### src/source/lg_consts.svh
//////////////////////////////////////////////////
// widths, table depth and register map of the
// logic pattern generator, include where needed
//////////////////////////////////////////////////
`ifndef LG_CONSTS_SVH
`define LG_CONSTS_SVH

// sample stream and waveform table
`define LG_DW        8                     // sample width
`define LG_AW        8                     // table index width
`define LG_TBL_DEPTH (1 << `LG_AW)         // table entries
`define LG_FW        8                     // pointer fraction
`define LG_PW        (`LG_AW + `LG_FW)     // full pointer
`define LG_BW        16                    // burst counters

// register port, byte addresses
`define LG_BAW 16
`define LG_BDW 32

`define LG_R_CTL     16'h000  // wr: rst/start/stop/swtrg, rd: status
`define LG_R_IRQ_ENA 16'h008
`define LG_R_IRQ_STS 16'h00C  // write one to clear
`define LG_R_TRG_ENA 16'h010
`define LG_R_SIZ     16'h020
`define LG_R_OFF     16'h024
`define LG_R_STE     16'h028
`define LG_R_BMODE   16'h030  // bit0 burst enable, bit1 infinite
`define LG_R_BDL     16'h034
`define LG_R_BNM     16'h03C
`define LG_R_STS_BNM 16'h044
`define LG_R_MSK     16'h050
`define LG_R_VAL     16'h054
`define LG_TBL_BASE  16'h400  // table window, one word per entry

`endif

### src/source/lg_bus_pkg.sv
//////////////////////////////////////////////////
// AXI4-Lite types for the register port
// no wstrb, every write is a full word
//////////////////////////////////////////////////
`include "lg_consts.svh"

package lg_bus_pkg;

  typedef logic [`LG_BAW-1:0] axil_addr_t;  // byte address
  typedef logic [`LG_BDW-1:0] axil_data_t;
  typedef logic [1:0]         axil_resp_t;

  localparam axil_resp_t AXIL_OKAY = 2'b00;

  // manager to subordinate
  typedef struct packed {
    // write address channel
    axil_addr_t awaddr;
    logic       awvalid;
    // write data channel
    axil_data_t wdata;
    logic       wvalid;
    // read address channel
    axil_addr_t araddr;
    logic       arvalid;
    // response side ready
    logic       bready;
    logic       rready;
  } axil_req_t;

  // subordinate to manager
  typedef struct packed {
    logic       awready;
    logic       wready;
    logic       bvalid;
    axil_resp_t bresp;
    logic       arready;
    logic       rvalid;
    axil_data_t rdata;
    axil_resp_t rresp;
  } axil_rsp_t;

endpackage

### src/source/lg_gen_pkg.sv
//////////////////////////////////////////////////
// generator types: sample and pointer vectors,
// config/control/status bundles, stream beat and
// the sequencer state
//////////////////////////////////////////////////
`include "lg_consts.svh"

package lg_gen_pkg;

  typedef logic [`LG_DW-1:0] smp_t;   // one sample
  typedef logic [`LG_AW-1:0] tix_t;   // table index
  typedef logic [`LG_PW-1:0] ptr_t;   // index.fraction
  typedef logic [`LG_BW-1:0] bcnt_t;  // burst length / number

  // table write from the register port
  typedef struct packed {
    logic ena;
    tix_t idx;
    smp_t dat;
  } tbl_wr_t;

  // playback configuration
  typedef struct packed {
    ptr_t  siz;  // table size, fixed point
    ptr_t  off;  // start offset (phase)
    ptr_t  ste;  // step (frequency)
    logic  ben;  // burst mode
    logic  inf;  // endless bursts
    bcnt_t bdl;  // beats per burst
    bcnt_t bnm;  // bursts to play
  } gen_cfg_t;

  // single cycle control pulses
  typedef struct packed {
    logic rst;
    logic str;
    logic stp;
    logic trg;
  } gen_ctl_t;

  typedef struct packed {
    logic  armed;
    logic  running;
    logic  triggered;  // sticky until start/reset
    bcnt_t bnm;        // bursts done
    logic  evt_trg;    // pulse, trigger taken
    logic  evt_lst;    // pulse, final beat left
  } gen_sts_t;

  typedef struct packed {
    smp_t dat;
    logic lst;
  } smp_beat_t;

  typedef enum logic [1:0] {
    IDLE,
    ARMED,
    RUN
  } seq_state_e;

endpackage

### src/source/lg_regs.sv
//////////////////////////////////////////////////
// AXI4-Lite register block of the generator
// config registers, table write path, control
// pulses and the interrupt status
//////////////////////////////////////////////////
`timescale 1ns/1ps
`include "lg_consts.svh"

module lg_regs (
  input  logic                  bus,
  input  logic                  ctl_rst,
  input  lg_bus_pkg::axil_req_t axil_req,
  output lg_bus_pkg::axil_rsp_t axil_rsp,
  input  lg_gen_pkg::gen_sts_t  gen_sts,
  input  logic                  trg_in,
  output lg_gen_pkg::gen_cfg_t  gen_cfg,
  output lg_gen_pkg::gen_ctl_t  gen_ctl,
  output lg_gen_pkg::tbl_wr_t   tbl_wr,
  output lg_gen_pkg::smp_t      msk,
  output lg_gen_pkg::smp_t      val,
  output logic                  irq
);
  import lg_bus_pkg::*;
  import lg_gen_pkg::*;

  axil_addr_t waddr;
  axil_data_t wdata;
  axil_data_t rd_mux;
  axil_data_t rdata;     // held read data
  logic       wr_acc;    // write accepted this cycle
  logic       rd_acc;    // read accepted this cycle
  logic       ctl_hit;
  logic       tbl_hit;
  logic       bvalid;
  logic       rvalid;
  logic       trg_ena;
  logic [1:0] irq_ena;   // {last, trigger}
  logic [1:0] irq_sts;
  logic [1:0] irq_set;
  logic [1:0] irq_clr;

  assign waddr  = axil_req.awaddr;
  assign wdata  = axil_req.wdata;
  assign wr_acc = axil_req.awvalid & axil_req.wvalid & ~bvalid;
  assign rd_acc = axil_req.arvalid & ~rvalid;

  assign ctl_hit = wr_acc & (waddr == `LG_R_CTL);
  assign tbl_hit = wr_acc &
                   ((waddr >> (`LG_AW + 2)) == (`LG_TBL_BASE >> (`LG_AW + 2)));

  //////////////////////////////////////////////////
  // handshakes
  //////////////////////////////////////////////////

  assign axil_rsp.awready = wr_acc;  // address and data taken together
  assign axil_rsp.wready  = wr_acc;
  assign axil_rsp.bvalid  = bvalid;
  assign axil_rsp.bresp   = AXIL_OKAY;
  assign axil_rsp.arready = rd_acc;
  assign axil_rsp.rvalid  = rvalid;
  assign axil_rsp.rdata   = rdata;
  assign axil_rsp.rresp   = AXIL_OKAY;

  always_ff @(posedge bus) begin
    if (ctl_rst) begin
      bvalid <= 1'b0;
    end else if (wr_acc) begin
      bvalid <= 1'b1;
    end else if (axil_req.bready) begin
      bvalid <= 1'b0;
    end
  end

  always_ff @(posedge bus) begin
    if (ctl_rst) begin
      rvalid <= 1'b0;
    end else if (rd_acc) begin
      rvalid <= 1'b1;
    end else if (axil_req.rready) begin
      rvalid <= 1'b0;
    end
  end

  //////////////////////////////////////////////////
  // write decode
  //////////////////////////////////////////////////

  always_ff @(posedge bus) begin
    if (ctl_rst) begin
      gen_cfg <= '0;
      irq_ena <= '0;
      trg_ena <= 1'b0;
      msk     <= '0;
      val     <= '0;
    end else if (wr_acc) begin
      case (waddr)
        `LG_R_IRQ_ENA: irq_ena     <= wdata[1:0];
        `LG_R_TRG_ENA: trg_ena     <= wdata[0];
        `LG_R_SIZ:     gen_cfg.siz <= wdata[`LG_PW-1:0];
        `LG_R_OFF:     gen_cfg.off <= wdata[`LG_PW-1:0];
        `LG_R_STE:     gen_cfg.ste <= wdata[`LG_PW-1:0];
        `LG_R_BMODE: begin
          gen_cfg.ben <= wdata[0];
          gen_cfg.inf <= wdata[1];
        end
        `LG_R_BDL:     gen_cfg.bdl <= wdata[`LG_BW-1:0];
        `LG_R_BNM:     gen_cfg.bnm <= wdata[`LG_BW-1:0];
        `LG_R_MSK:     msk         <= wdata[`LG_DW-1:0];
        `LG_R_VAL:     val         <= wdata[`LG_DW-1:0];
        default: ;  // ctl, irq status and table handled below
      endcase
    end
  end

  // table entry lands at acceptance
  assign tbl_wr.ena = tbl_hit;
  assign tbl_wr.idx = waddr[`LG_AW+1:2];  // word addressed
  assign tbl_wr.dat = wdata[`LG_DW-1:0];

  // control pulses, one cycle after the write
  always_ff @(posedge bus) begin
    if (ctl_rst) begin
      gen_ctl <= '0;
    end else begin
      gen_ctl.rst <= ctl_hit & wdata[0];
      gen_ctl.str <= ctl_hit & wdata[1];
      gen_ctl.stp <= ctl_hit & wdata[2];
      gen_ctl.trg <= (ctl_hit & wdata[3]) | (trg_ena & trg_in);  // sw or external
    end
  end

  //////////////////////////////////////////////////
  // interrupts
  //////////////////////////////////////////////////

  assign irq_set = {gen_sts.evt_lst, gen_sts.evt_trg} & irq_ena;
  assign irq_clr = (wr_acc && (waddr == `LG_R_IRQ_STS)) ? wdata[1:0] : 2'b00;

  always_ff @(posedge bus) begin
    if (ctl_rst || gen_ctl.rst) begin
      irq_sts <= '0;
    end else begin
      irq_sts <= (irq_sts & ~irq_clr) | irq_set;  // new event beats the clear
    end
  end

  always_ff @(posedge bus) begin
    if (ctl_rst) begin
      irq <= 1'b0;
    end else begin
      irq <= |irq_sts;
    end
  end

  //////////////////////////////////////////////////
  // read back
  //////////////////////////////////////////////////

  always_comb begin
    case (axil_req.araddr)
      `LG_R_CTL:     rd_mux = axil_data_t'({gen_sts.triggered,
                                            gen_sts.running,
                                            gen_sts.armed});
      `LG_R_IRQ_ENA: rd_mux = axil_data_t'(irq_ena);
      `LG_R_IRQ_STS: rd_mux = axil_data_t'(irq_sts);
      `LG_R_TRG_ENA: rd_mux = axil_data_t'(trg_ena);
      `LG_R_SIZ:     rd_mux = axil_data_t'(gen_cfg.siz);
      `LG_R_OFF:     rd_mux = axil_data_t'(gen_cfg.off);
      `LG_R_STE:     rd_mux = axil_data_t'(gen_cfg.ste);
      `LG_R_BMODE:   rd_mux = axil_data_t'({gen_cfg.inf, gen_cfg.ben});
      `LG_R_BDL:     rd_mux = axil_data_t'(gen_cfg.bdl);
      `LG_R_BNM:     rd_mux = axil_data_t'(gen_cfg.bnm);
      `LG_R_STS_BNM: rd_mux = axil_data_t'(gen_sts.bnm);
      `LG_R_MSK:     rd_mux = axil_data_t'(msk);
      `LG_R_VAL:     rd_mux = axil_data_t'(val);
      default:       rd_mux = '0;  // table window too, write only
    endcase
  end

  always_ff @(posedge bus) begin
    if (rd_acc) begin
      rdata <= rd_mux;
    end
  end

endmodule

### src/source/lg_seq.sv
//////////////////////////////////////////////////
// sequencer: arm on start, run on trigger, walk
// the table with a fixed point pointer
// two stages, pointer then synchronous table read
//////////////////////////////////////////////////
`timescale 1ns/1ps
`include "lg_consts.svh"

module lg_seq (
  input  logic                  bus,
  input  logic                  ctl_rst,
  input  lg_gen_pkg::gen_cfg_t  gen_cfg,
  input  lg_gen_pkg::gen_ctl_t  gen_ctl,
  input  lg_gen_pkg::tbl_wr_t   tbl_wr,
  input  logic                  seq_ready,
  output lg_gen_pkg::gen_sts_t  gen_sts,
  output logic                  seq_valid,
  output lg_gen_pkg::smp_beat_t seq_beat
);
  import lg_gen_pkg::*;

  seq_state_e      state;
  smp_t            mem [`LG_TBL_DEPTH];  // waveform table
  ptr_t            ptr;
  ptr_t            ptr_nxt;
  logic [`LG_PW:0] ptr_sum;    // spare bit for the wrap compare
  bcnt_t           bln;        // beat within burst
  bcnt_t           bnm_cnt;    // bursts issued
  logic            triggered;
  logic            flush;      // stop or soft reset
  logic            adv;        // both stages move
  logic            issue;      // new beat into stage 1
  logic            bst_end;    // beat closes a burst
  logic            bst_fin;    // ... and it is the final one
  logic            s1_vld;
  tix_t            s1_idx;
  logic            s1_lst;
  logic            s1_fin;
  logic            s2_fin;

  assign flush = gen_ctl.rst | gen_ctl.stp;
  assign adv   = ~seq_valid | seq_ready;  // frozen while output stalls
  assign issue = (state == RUN) & adv;

  assign bst_end = gen_cfg.ben & (bln == bcnt_t'(gen_cfg.bdl - 1'b1));
  assign bst_fin = bst_end & ~gen_cfg.inf &
                   (bcnt_t'(bnm_cnt + 1'b1) == gen_cfg.bnm);

  // step and wrap modulo siz
  assign ptr_sum = {1'b0, ptr} + {1'b0, gen_cfg.ste};
  assign ptr_nxt = (ptr_sum >= {1'b0, gen_cfg.siz}) ?
                   ptr_t'(ptr_sum - {1'b0, gen_cfg.siz}) : ptr_t'(ptr_sum);

  //////////////////////////////////////////////////
  // FSM, pointer and burst counters
  //////////////////////////////////////////////////

  always_ff @(posedge bus) begin
    if (ctl_rst || gen_ctl.rst) begin
      state     <= IDLE;
      ptr       <= '0;
      bln       <= '0;
      bnm_cnt   <= '0;
      triggered <= 1'b0;
    end else if (gen_ctl.stp) begin
      state <= IDLE;  // counters stay readable
    end else begin
      case (state)
        IDLE: begin
          if (gen_ctl.str) begin
            state     <= ARMED;
            ptr       <= gen_cfg.off;
            bln       <= '0;
            bnm_cnt   <= '0;
            triggered <= 1'b0;
          end
        end
        ARMED: begin
          if (gen_ctl.trg) begin
            state     <= RUN;
            triggered <= 1'b1;
          end
        end
        RUN: begin
          if (issue) begin
            if (bst_end) begin
              ptr     <= gen_cfg.off;  // each burst restarts
              bln     <= '0;
              bnm_cnt <= bnm_cnt + 1'b1;
              if (bst_fin) begin
                state <= IDLE;  // in flight beats still drain
              end
            end else begin
              ptr <= ptr_nxt;
              bln <= bln + 1'b1;
            end
          end
        end
        default: state <= IDLE;
      endcase
    end
  end

  //////////////////////////////////////////////////
  // pipeline
  //////////////////////////////////////////////////

  // stage 1, sample the integer part
  always_ff @(posedge bus) begin
    if (ctl_rst || flush) begin
      s1_vld <= 1'b0;
    end else if (adv) begin
      s1_vld <= issue;
    end
  end

  always_ff @(posedge bus) begin
    if (adv) begin
      s1_idx <= ptr[`LG_PW-1:`LG_FW];
      s1_lst <= bst_end;
      s1_fin <= bst_fin;
    end
  end

  // stage 2, table write port and registered read
  always_ff @(posedge bus) begin
    if (tbl_wr.ena) begin
      mem[tbl_wr.idx] <= tbl_wr.dat;
    end
    if (adv) begin
      seq_beat.dat <= mem[s1_idx];
      seq_beat.lst <= s1_lst;
      s2_fin       <= s1_fin;
    end
  end

  always_ff @(posedge bus) begin
    if (ctl_rst || flush) begin
      seq_valid <= 1'b0;
    end else if (adv) begin
      seq_valid <= s1_vld;
    end
  end

  // status back to the register block
  assign gen_sts.armed     = (state == ARMED);
  assign gen_sts.running   = (state == RUN);
  assign gen_sts.triggered = triggered;
  assign gen_sts.bnm       = bnm_cnt;
  assign gen_sts.evt_trg   = (state == ARMED) & gen_ctl.trg & ~flush;
  assign gen_sts.evt_lst   = seq_valid & seq_ready & s2_fin;  // final beat leaves

endmodule

### src/source/lg_out.sv
//////////////////////////////////////////////////
// output stage: mask/value forcing and one
// stream register with back-pressure
//////////////////////////////////////////////////
`timescale 1ns/1ps

module lg_out (
  input  logic                  bus,
  input  logic                  ctl_rst,
  input  logic                  seq_valid,
  input  lg_gen_pkg::smp_beat_t seq_beat,
  output logic                  seq_ready,
  input  lg_gen_pkg::smp_t      msk,
  input  lg_gen_pkg::smp_t      val,
  output logic                  sto_valid,
  output lg_gen_pkg::smp_beat_t sto_beat,
  input  logic                  sto_ready
);
  import lg_gen_pkg::*;

  smp_t frc;  // forced sample

  // mask set passes table bit, clear takes value bit
  assign frc = (msk & seq_beat.dat) | (~msk & val);

  // take a beat when empty or being emptied
  assign seq_ready = ~sto_valid | sto_ready;

  always_ff @(posedge bus) begin
    if (ctl_rst) begin
      sto_valid <= 1'b0;
    end else if (seq_ready) begin
      sto_valid <= seq_valid;
    end
  end

  always_ff @(posedge bus) begin
    if (seq_valid && seq_ready) begin
      sto_beat.dat <= frc;
      sto_beat.lst <= seq_beat.lst;
    end
  end

endmodule

### src/source/lg_top.sv
//////////////////////////////////////////////////
// logic generator top: register block, sequencer
// and output stage, wires only
//////////////////////////////////////////////////
`timescale 1ns/1ps

module lg_top (
  input  logic                  bus,
  input  logic                  ctl_rst,
  input  lg_bus_pkg::axil_req_t axil_req,
  output lg_bus_pkg::axil_rsp_t axil_rsp,
  input  logic                  trg_in,
  output logic                  sto_valid,
  output lg_gen_pkg::smp_beat_t sto_beat,
  input  logic                  sto_ready,
  output logic                  irq
);
  import lg_gen_pkg::*;

  gen_cfg_t  gen_cfg;
  gen_ctl_t  gen_ctl;
  gen_sts_t  gen_sts;
  tbl_wr_t   tbl_wr;
  smp_t      msk;
  smp_t      val;
  logic      seq_valid;
  logic      seq_ready;
  smp_beat_t seq_beat;

  lg_regs i_regs (
    .bus      (bus),
    .ctl_rst  (ctl_rst),
    .axil_req (axil_req),
    .axil_rsp (axil_rsp),
    .gen_sts  (gen_sts),
    .trg_in   (trg_in),
    .gen_cfg  (gen_cfg),
    .gen_ctl  (gen_ctl),
    .tbl_wr   (tbl_wr),
    .msk      (msk),
    .val      (val),
    .irq      (irq)
  );

  lg_seq i_seq (
    .bus       (bus),
    .ctl_rst   (ctl_rst),
    .gen_cfg   (gen_cfg),
    .gen_ctl   (gen_ctl),
    .tbl_wr    (tbl_wr),
    .seq_ready (seq_ready),
    .gen_sts   (gen_sts),
    .seq_valid (seq_valid),
    .seq_beat  (seq_beat)
  );

  lg_out i_out (
    .bus       (bus),
    .ctl_rst   (ctl_rst),
    .seq_valid (seq_valid),
    .seq_beat  (seq_beat),
    .seq_ready (seq_ready),
    .msk       (msk),
    .val       (val),
    .sto_valid (sto_valid),
    .sto_beat  (sto_beat),
    .sto_ready (sto_ready)
  );

endmodule

### config.mk
export PLATFORM = sky130hd
export DESIGN_NAME = lg_top
export DESIGN_NICKNAME = d
export VERILOG_FILES = /design/src/source/lg_bus_pkg.sv /design/src/source/lg_gen_pkg.sv /design/src/source/lg_regs.sv /design/src/source/lg_seq.sv /design/src/source/lg_out.sv /design/src/source/lg_top.sv
export VERILOG_INCLUDE_DIRS = /design/src /design/src/source
export SDC_FILE = /design/constraint.sdc
export NUM_CORES = 2
export LEC_CHECK = 0
export BUFFER_PORTS_ARGS = -buffer_cell sky130_fd_sc_hd__buf_2
export CAP_MARGIN = 30
export CORE_MARGIN = 8
export CORE_UTILIZATION = 30
export DETAILED_ROUTE_END_ITERATION = 6
export PLACE_DENSITY = 0.53
export REMOVE_ABC_BUFFERS = 1
export SYNTH_ARGS = -nofsm -noshare
export SYNTH_HDL_FRONTEND = slang
export SYNTH_SLANG_ARGS = --single-unit
### constraint.sdc
create_clock -name bus -period 5 [get_ports bus]
set_input_delay 1 -clock bus [delete_from_list [all_inputs] [get_ports bus]]
set_output_delay 1 -clock bus [all_outputs]
set_load 0.01 [all_outputs]
* After elaboration in Yosys (flattened, before gate mapping) *
Memory sizes are Yosys's and may differ from the RTL's. A register that Yosys moved wholly into a read port is not among the register bits.
Cells that the tools add are included.

cells by class
  mux-type cells = 29
  multiply operators = 0
  reduce and logical (&&, ||, !) cells = 27
  shift operators = 0
  $lt $le $gt $ge = 1
  $add $sub $neg = 5
  bitwise logic cells = 37
  equality and inequality tests = 33
  div/mod/pow operators = 0

operator list
  operator                                              count
  one-hot mux 16 bit (13 select lines)                  1
  equality test 16 x 6 -> 1 bit, second input constant  12
  two-way mux 16 bit                                    9
  one-hot mux 16 bit (2 select lines)                   3
  equality test 16 x 7 -> 1 bit, second input constant  5
  equality test 16 x 4 -> 1 bit, second input constant  4
  adder 16 x 1 -> 16 bit, second input constant         2
  equality test 16 bit                                  2
  equality test 16 x 5 -> 1 bit, second input constant  2
  logical NOT 16 bit                                    2
  AND reduction 2 bit                                   10
  AND 1 bit                                             18
  adder 16 x 16 -> 17 bit                               1
  greater-or-equal comparator 17 x 16 -> 1 bit          1
  AND 8 bit                                             2
  subtractor 16 x 1 -> 16 bit, second input constant    1
  subtractor 16 bit                                     1
  two-way mux 2 bit                                     6
  AND reduction 5 bit                                   2
  two-way mux 1 bit                                     8
  inverter 8 bit                                        1
  OR 8 bit                                              1
  AND reduction 4 bit                                   2
  nonzero test 2 bit                                    4
  other kinds (16)                                      32

word-level totals
  bits in writable memories = 2048
  memories = 1
  register bits after elaboration = 217
  memory bits (read-only) = 0
  bits in latches = 0
  word-level logic and storage cells = 168
  input bits = 73
  output and inout port bits = 52

memories
  name       depth  width  rd ports  clocked after Yosys merged registers in  write ports  line          RTL
  i_seq.mem  256    8      1         1                                        1            lg_seq.sv:23  smp_t mem [`LG_TBL_DEPTH];

* Logic depth before layout (Yosys ltp) *
  word-level depth = 9
  depth in mapped cells = 19
  mapped depth without buffers = 17

* Cells and area by module *
From an unflattened synthesis, not the netlist that was laid out.

second synthesis, totals
  cell total of the unflattened synthesis = 4538
  area, all modules = 90667.0 sq um

by module, submodules not included
  module   sequential area each (sq um)  area each (sq um)  cells an instance  instances
  lg_seq   63160.6                       84444.7            3947               1
  lg_regs  2682.6                        5776.8             569                1
  lg_out   290.3                         445.4              22                 1

* Worst setup path before layout *
Ideal clock, no wire load.

  kind = flip-flop to flip-flop
  from = register i_regs.gen_cfg[34] (netlist name)
  to = register i_seq.ptr[10]
  required time = 4870 ps
  path slack = 869 ps
  buffers on the path = 2
  period minus slack after synthesis = 4131 ps
  library setup time = 130 ps
  stages on the path, launching flop included = 20
  arrival = 4001 ps
  path through = dfxtp_1 -> ha_1 -> fa_1 -> a211oi_1 -> nor2_1 -> o22ai_1 -> o21bai_1 -> a21oi_1 -> xnor2_1 -> ha_1 -> a21o_1 -> a21o_1 -> a22oi_1 -> a21boi_0 -> nor3_1 -> o21a_1 -> buf_2 -> clkbuf_1 -> mux2i_1 -> o22ai_1

on the way
  cells in the longest elaborated chain, start to end = 6
  elaborated cells between the ends (all ways) = 7
  classes of those cells = 2 x add/sub; 1 x order compare; 4 x mux

ends and longest elaborated chain
  element                                                                                   line                        RTL
  adder 16 x 16 -> 17 bit (*)                                                               lg_seq.sv:50                assign ptr_sum = {1'b0, ptr} + {1'b0, gen_cfg.ste};
  subtractor 16 bit / greater-or-equal comparator 17 x 16 -> 1 bit (equally long branches)  lg_seq.sv:52, lg_seq.sv:51
  two-way mux 16 bit (*)                                                                    lg_seq.sv:51                assign ptr_nxt = (ptr_sum >= {1'b0, gen_cfg.siz}) ?
  two-way mux 16 bit (*)                                                                    lg_seq.sv:86                if (bst_end) begin
  two-way mux 16 bit (*)                                                                    lg_seq.sv:85                if (issue) begin
  one-hot mux 16 bit (2 select lines) (*)                                                   lg_seq.sv:68                case (state)
  end signal: assignment                                                                    lg_seq.sv:72                ptr <= gen_cfg.off;
  end signal: assignment                                                                    lg_seq.sv:87                ptr <= gen_cfg.off;
  end signal: assignment                                                                    lg_seq.sv:94                ptr <= ptr_nxt;
  end: declaration                                                                          lg_seq.sv:24                ptr_t ptr;

Mark *: on every way between the ends. The rest lies on a longest branch, timed or not. The select of a mux whose other input is x is not followed.
A chain may end at the register's enable or synchronous reset.

* Final worst setup path *
  from = register i_regs.gen_cfg[35] (netlist name)
  to = register i_seq.ptr[0]

on the way
  cells in the longest elaborated chain, start to end = 6

ends and longest elaborated chain
  element                                       line
  adder 16 x 16 -> 17 bit                       lg_seq.sv:50
  greater-or-equal comparator 17 x 16 -> 1 bit  lg_seq.sv:51
  two-way mux 16 bit                            lg_seq.sv:51
  two-way mux 16 bit                            lg_seq.sv:86
  two-way mux 16 bit                            lg_seq.sv:85
  one-hot mux 16 bit (2 select lines)           lg_seq.sv:68

Every way passes these cells. The select of a mux whose other input is x is not followed.

==> summary.txt <==
Detailed routing
  • Via total after detailed routing: around 45000
  • First-pass DRT Iterations: 6
  • Number of remaining DRC errors: 0
  • Routed length per instance: 25.5 µm
  • Vias/cell: ~5.0
  • Detailed Route Iter0 Violations: between 4000 and 5000
  • Number of nets still failing antenna checks after routing: 0
  • Sum of routed wire length over all layers: ~230000 µm

Timing
  • Final setup violating endpoints: 0
  • Highest clock frequency the design can meet: roughly 220 MHz
  • Clock skew after layout: about 0.048 ns
  • Slew at the pin closest to its max-slew limit: between 1 and 1.5 ns
  • Final Slew Violations: 0
  • Number of hold-slack violations in the final timing report: 0
  • Setup ws final: 0.547 ns
  • Clock period minus final worst setup slack: roughly 4.5 ns
  • Setup repair after global routing missed its margin: no
  • Slew Limit Headroom: between 20% and 30%
  • Period Utilization, post-route: between 80% and 90%

Global route
  • Routing usage on met1: between 20% and 30%
  • Most Used Layer, Global Route: met2
  • All-layer global routing usage: 14.4%
  • Met3 Resource Use GR: 2.48%
  • Total overflow reported by the global router: 0
  • Maximum number of pins on one net before global-route repair: approximately 130
  • Global-route met2 utilization: a little under a quarter
  • Via count of the first global-routing pass: approximately 47000
  • Antenna violations before repair: 24
  • Global-route wire length before repair: 338000 µm

Yosys
  • Syn Inst Count: 4542
  • Sequential-to-total area share from yosys stat: around 73%
  • Xor-xnor portion of the synthesized cell area: less than 1%
  • Number of distinct library cells after synthesis: 68
  • Async SR Flop Fraction: 0%
  • Post-synthesis instance area: between 90000 and 100000 µm²
  • Average instance area after synthesis: roughly 20 µm²
  • Synth Flop Type: edfxtp_1
  • Dominant combinational cell family by area after synthesis: multiplexers
  • Adder and majority cell fraction of the synthesized area: less than 1%
  • Number of synthesized flops with an enable pin: 2093
  • Mux share of post-synthesis cell area: 17.7%
  • Synth Area in Compound Gates: 2.22%
  • Flip-flop and latch count after synthesis: roughly 2300
  • Total number of yosys warnings: 0
  • Post-synthesis share of cell area spent on and, or, nand and nor gates: ~3.9%

Clocking
  • Root cell of the clock tree: clkbuf_16
  • CTS max path bufs: 3
  • Number of gates resized after cts: 0
  • H-Tree Depth: 4
  • Hold-fix buffers, CTS: 0
  • Postcts setup bufs: 0
  • Clock-pin slew of the registers on the worst-case setup and hold paths: around 0.060 ns
  • CTS tree: built
  • Clock sink total: about 2300
  • Source-to-sink clock delay at the later pin of the worst-skew pair: a little under 0.9 ns
  • Number of buffers inserted during clock tree synthesis: between 200 and 250

Cells and area
  • Post-layout net count: between 5000 and 6000
  • Final instance count without filler cells: slightly above 9000
  • Most common library cell in the layout ignoring fill and taps: edfxtp_1
  • Leading cell types in the layout, fill and taps excluded: edfxtp_1, mux4_2, nor2_1, buf_4, clkbuf_16
  • Layout cell share with drive strength beyond 1: between 20 and 30%
  • Area growth syn-to-layout: 17.2%
  • Area of all placed cells without fillers: approximately 110000 µm²

Setup path
  • Crit path max fanout: 12
  • CP endpoint kind: flop
  • Worst Setup Start Kind: flop
  • Crit path required time: 5.76 ns
  • CP Data Arrival Time: ~5.2 ns
  • Critical Setup Path Class: reg -> reg

Pwr
  • Total power divided by cell area: between 300 and 400 nW/µm²
  • Leak Pwr: around 33 nW
  • VDD IR max: about 0.00030 V

Placed design
  • HPWL after detailed placement: approximately 150000 µm
  • Number of instances in the placed design: between 8000 and 9000
  • Placement-stage cell area: just under 100000 µm²
  • Post-placement setup slack: between 0.5 and 0.6 ns
  • # port buffers: between 80 and 90
  • GP Congestion: 0.793

Floorplanning
  • IO Count: about 130
  • Core Rows: between 200 and 250
  • Effective utilization at floorplan: a little under a third
  • Die Span X: 564 µm
  • DIE HEIGHT: roughly 560 µm
  • Core area: 299000 µm²
  • Die footprint: roughly 320000 µm²

Outcome
  • Run status: finished clean

Flow run
  • Count of maximum capacitance violations: 0

Hold path
  • Worst hold-check path type: in -> reg
-- registers in the layout (all words and copies together) (netlist names), 2 cells and up --
signal / count
i_seq.seq_beat: 9
i_regs.val: 8
i_regs.msk: 8
i_seq.mem: 2048
i_regs.gen_ctl: 4
i_seq.ptr: 16
i_seq.s1_idx: 8
i_seq.state: 2
i_seq.bnm_cnt: 16
i_regs.gen_cfg: 82
i_regs.irq_sts: 2
i_out.sto_beat: 9
i_regs.rdata: 16
i_regs.irq_ena: 2
i_seq.bln: 16
-- area by class of cell --
type,count,area (µm²)
sequential,2257,66100
fill,27800,194000
inverter,31,116
tap,3958,4950
timing repair buffer,505,4110
antenna,5,12.5
clock buffer,300,6170
multi-input combinational,1993,22800
clock inverter,131,1270
-- final timing paths --
check / from / to / slack (ns) / cells past startpoint
setup / recovery: i_regs.gen_cfg[35] / i_seq.ptr[0] / 0.55 / 17
hold / removal: axil_req[0] / i_regs.rvalid / 0.34 / 2
setup reg to reg: i_regs.gen_cfg[35] / i_seq.ptr[0] / 0.55 / 17
hold reg to reg: i_seq.seq_beat[0] / i_out.sto_beat[0] / 0.42 / 0
-- worst max-delay path, cell delays in order, from the launching register on --
cell and delay, ns:
dfxtp_1 0.45, ha_1 0.27, a21oi_1 0.20, o211ai_1 0.20, o221ai_1 0.24, a21oi_1 0.14, o41ai_1 0.49, xnor2_1 0.17
ha_1 0.36, and4_1 0.25, a21oi_1 0.14, a31o_2 0.13, a21boi_0 0.13, nor3_1 0.22, o21a_1 0.31, buf_12 0.20
mux2_2 0.35, o22ai_1 0.12
-- synth_stat cells (45+ instances only) --
library cell | number | area, µm²
xnor2_1 | 51 | 447
o21ai_0 | 45 | 225
a21oi_1 | 91 | 455
nor2_1 | 405 | 1520
clkbuf_1 | 184 | 691
edfxtp_1 | 2093 | 62900
dfxtp_1 | 164 | 3280
mux4_2 | 672 | 15100
nand2_1 | 173 | 649
mux2i_1 | 67 | 671
buf_1 | 64 | 240
nand3_1 | 57 | 285
a22oi_1 | 59 | 443
-- stage by stage --
| stage | setup TNS, ns | total power, mW | utilization (%) | hold slack [ns] |
|---|---|---|---|---|
| after global routing | 0 | 39.1 | 35.3 | 0.298 |
| after detailed placement | 0 | 21.5 | 32.8 | 0.407 |
| after CTS | 0 | 38.4 | 35.2 | 0.273 |
| final | 0 | 38.0 | 35.3 | 0.342 |
| after floorplan | -133.12 | 21.1 | - | 0.400 |
| after global placement | 0 | 21.5 | 32.7 | 0.408 |
-- where the power goes --
part / total, mW / switching (mW) / internal, mW / leakage, nW
Clock: 16.9 / 7.27 / 9.62 / 3.59
Combinational: 0.517 / 0.449 / 0.0687 / 8.87
Sequential: 20.6 / 0.00230 / 20.6 / 20.2
Total: 38.0 / 7.72 / 30.3 / 32.6
-- logic make-up (layout without fill, tap and decap cells) --
kind of cell,after synthesis,after routing
DFF,2257,2257
other,1,25
and+or+nand+nor,788,788
AOI/OAI and AO/OA,310,310
muxes,748,748
buffers and inverters,311,967
xor gates and xnor gates,90,90
adders and majority gates,37,37
-- routing by layer --
metal / routed length, µm / share of wire, %
met2: 113000 / 48
met4: 4880 / 2.1
met5: 0 / 0
met1: 103000 / 44
met3: 13600 / 5.8
Power figures use the tool's default switching activity.
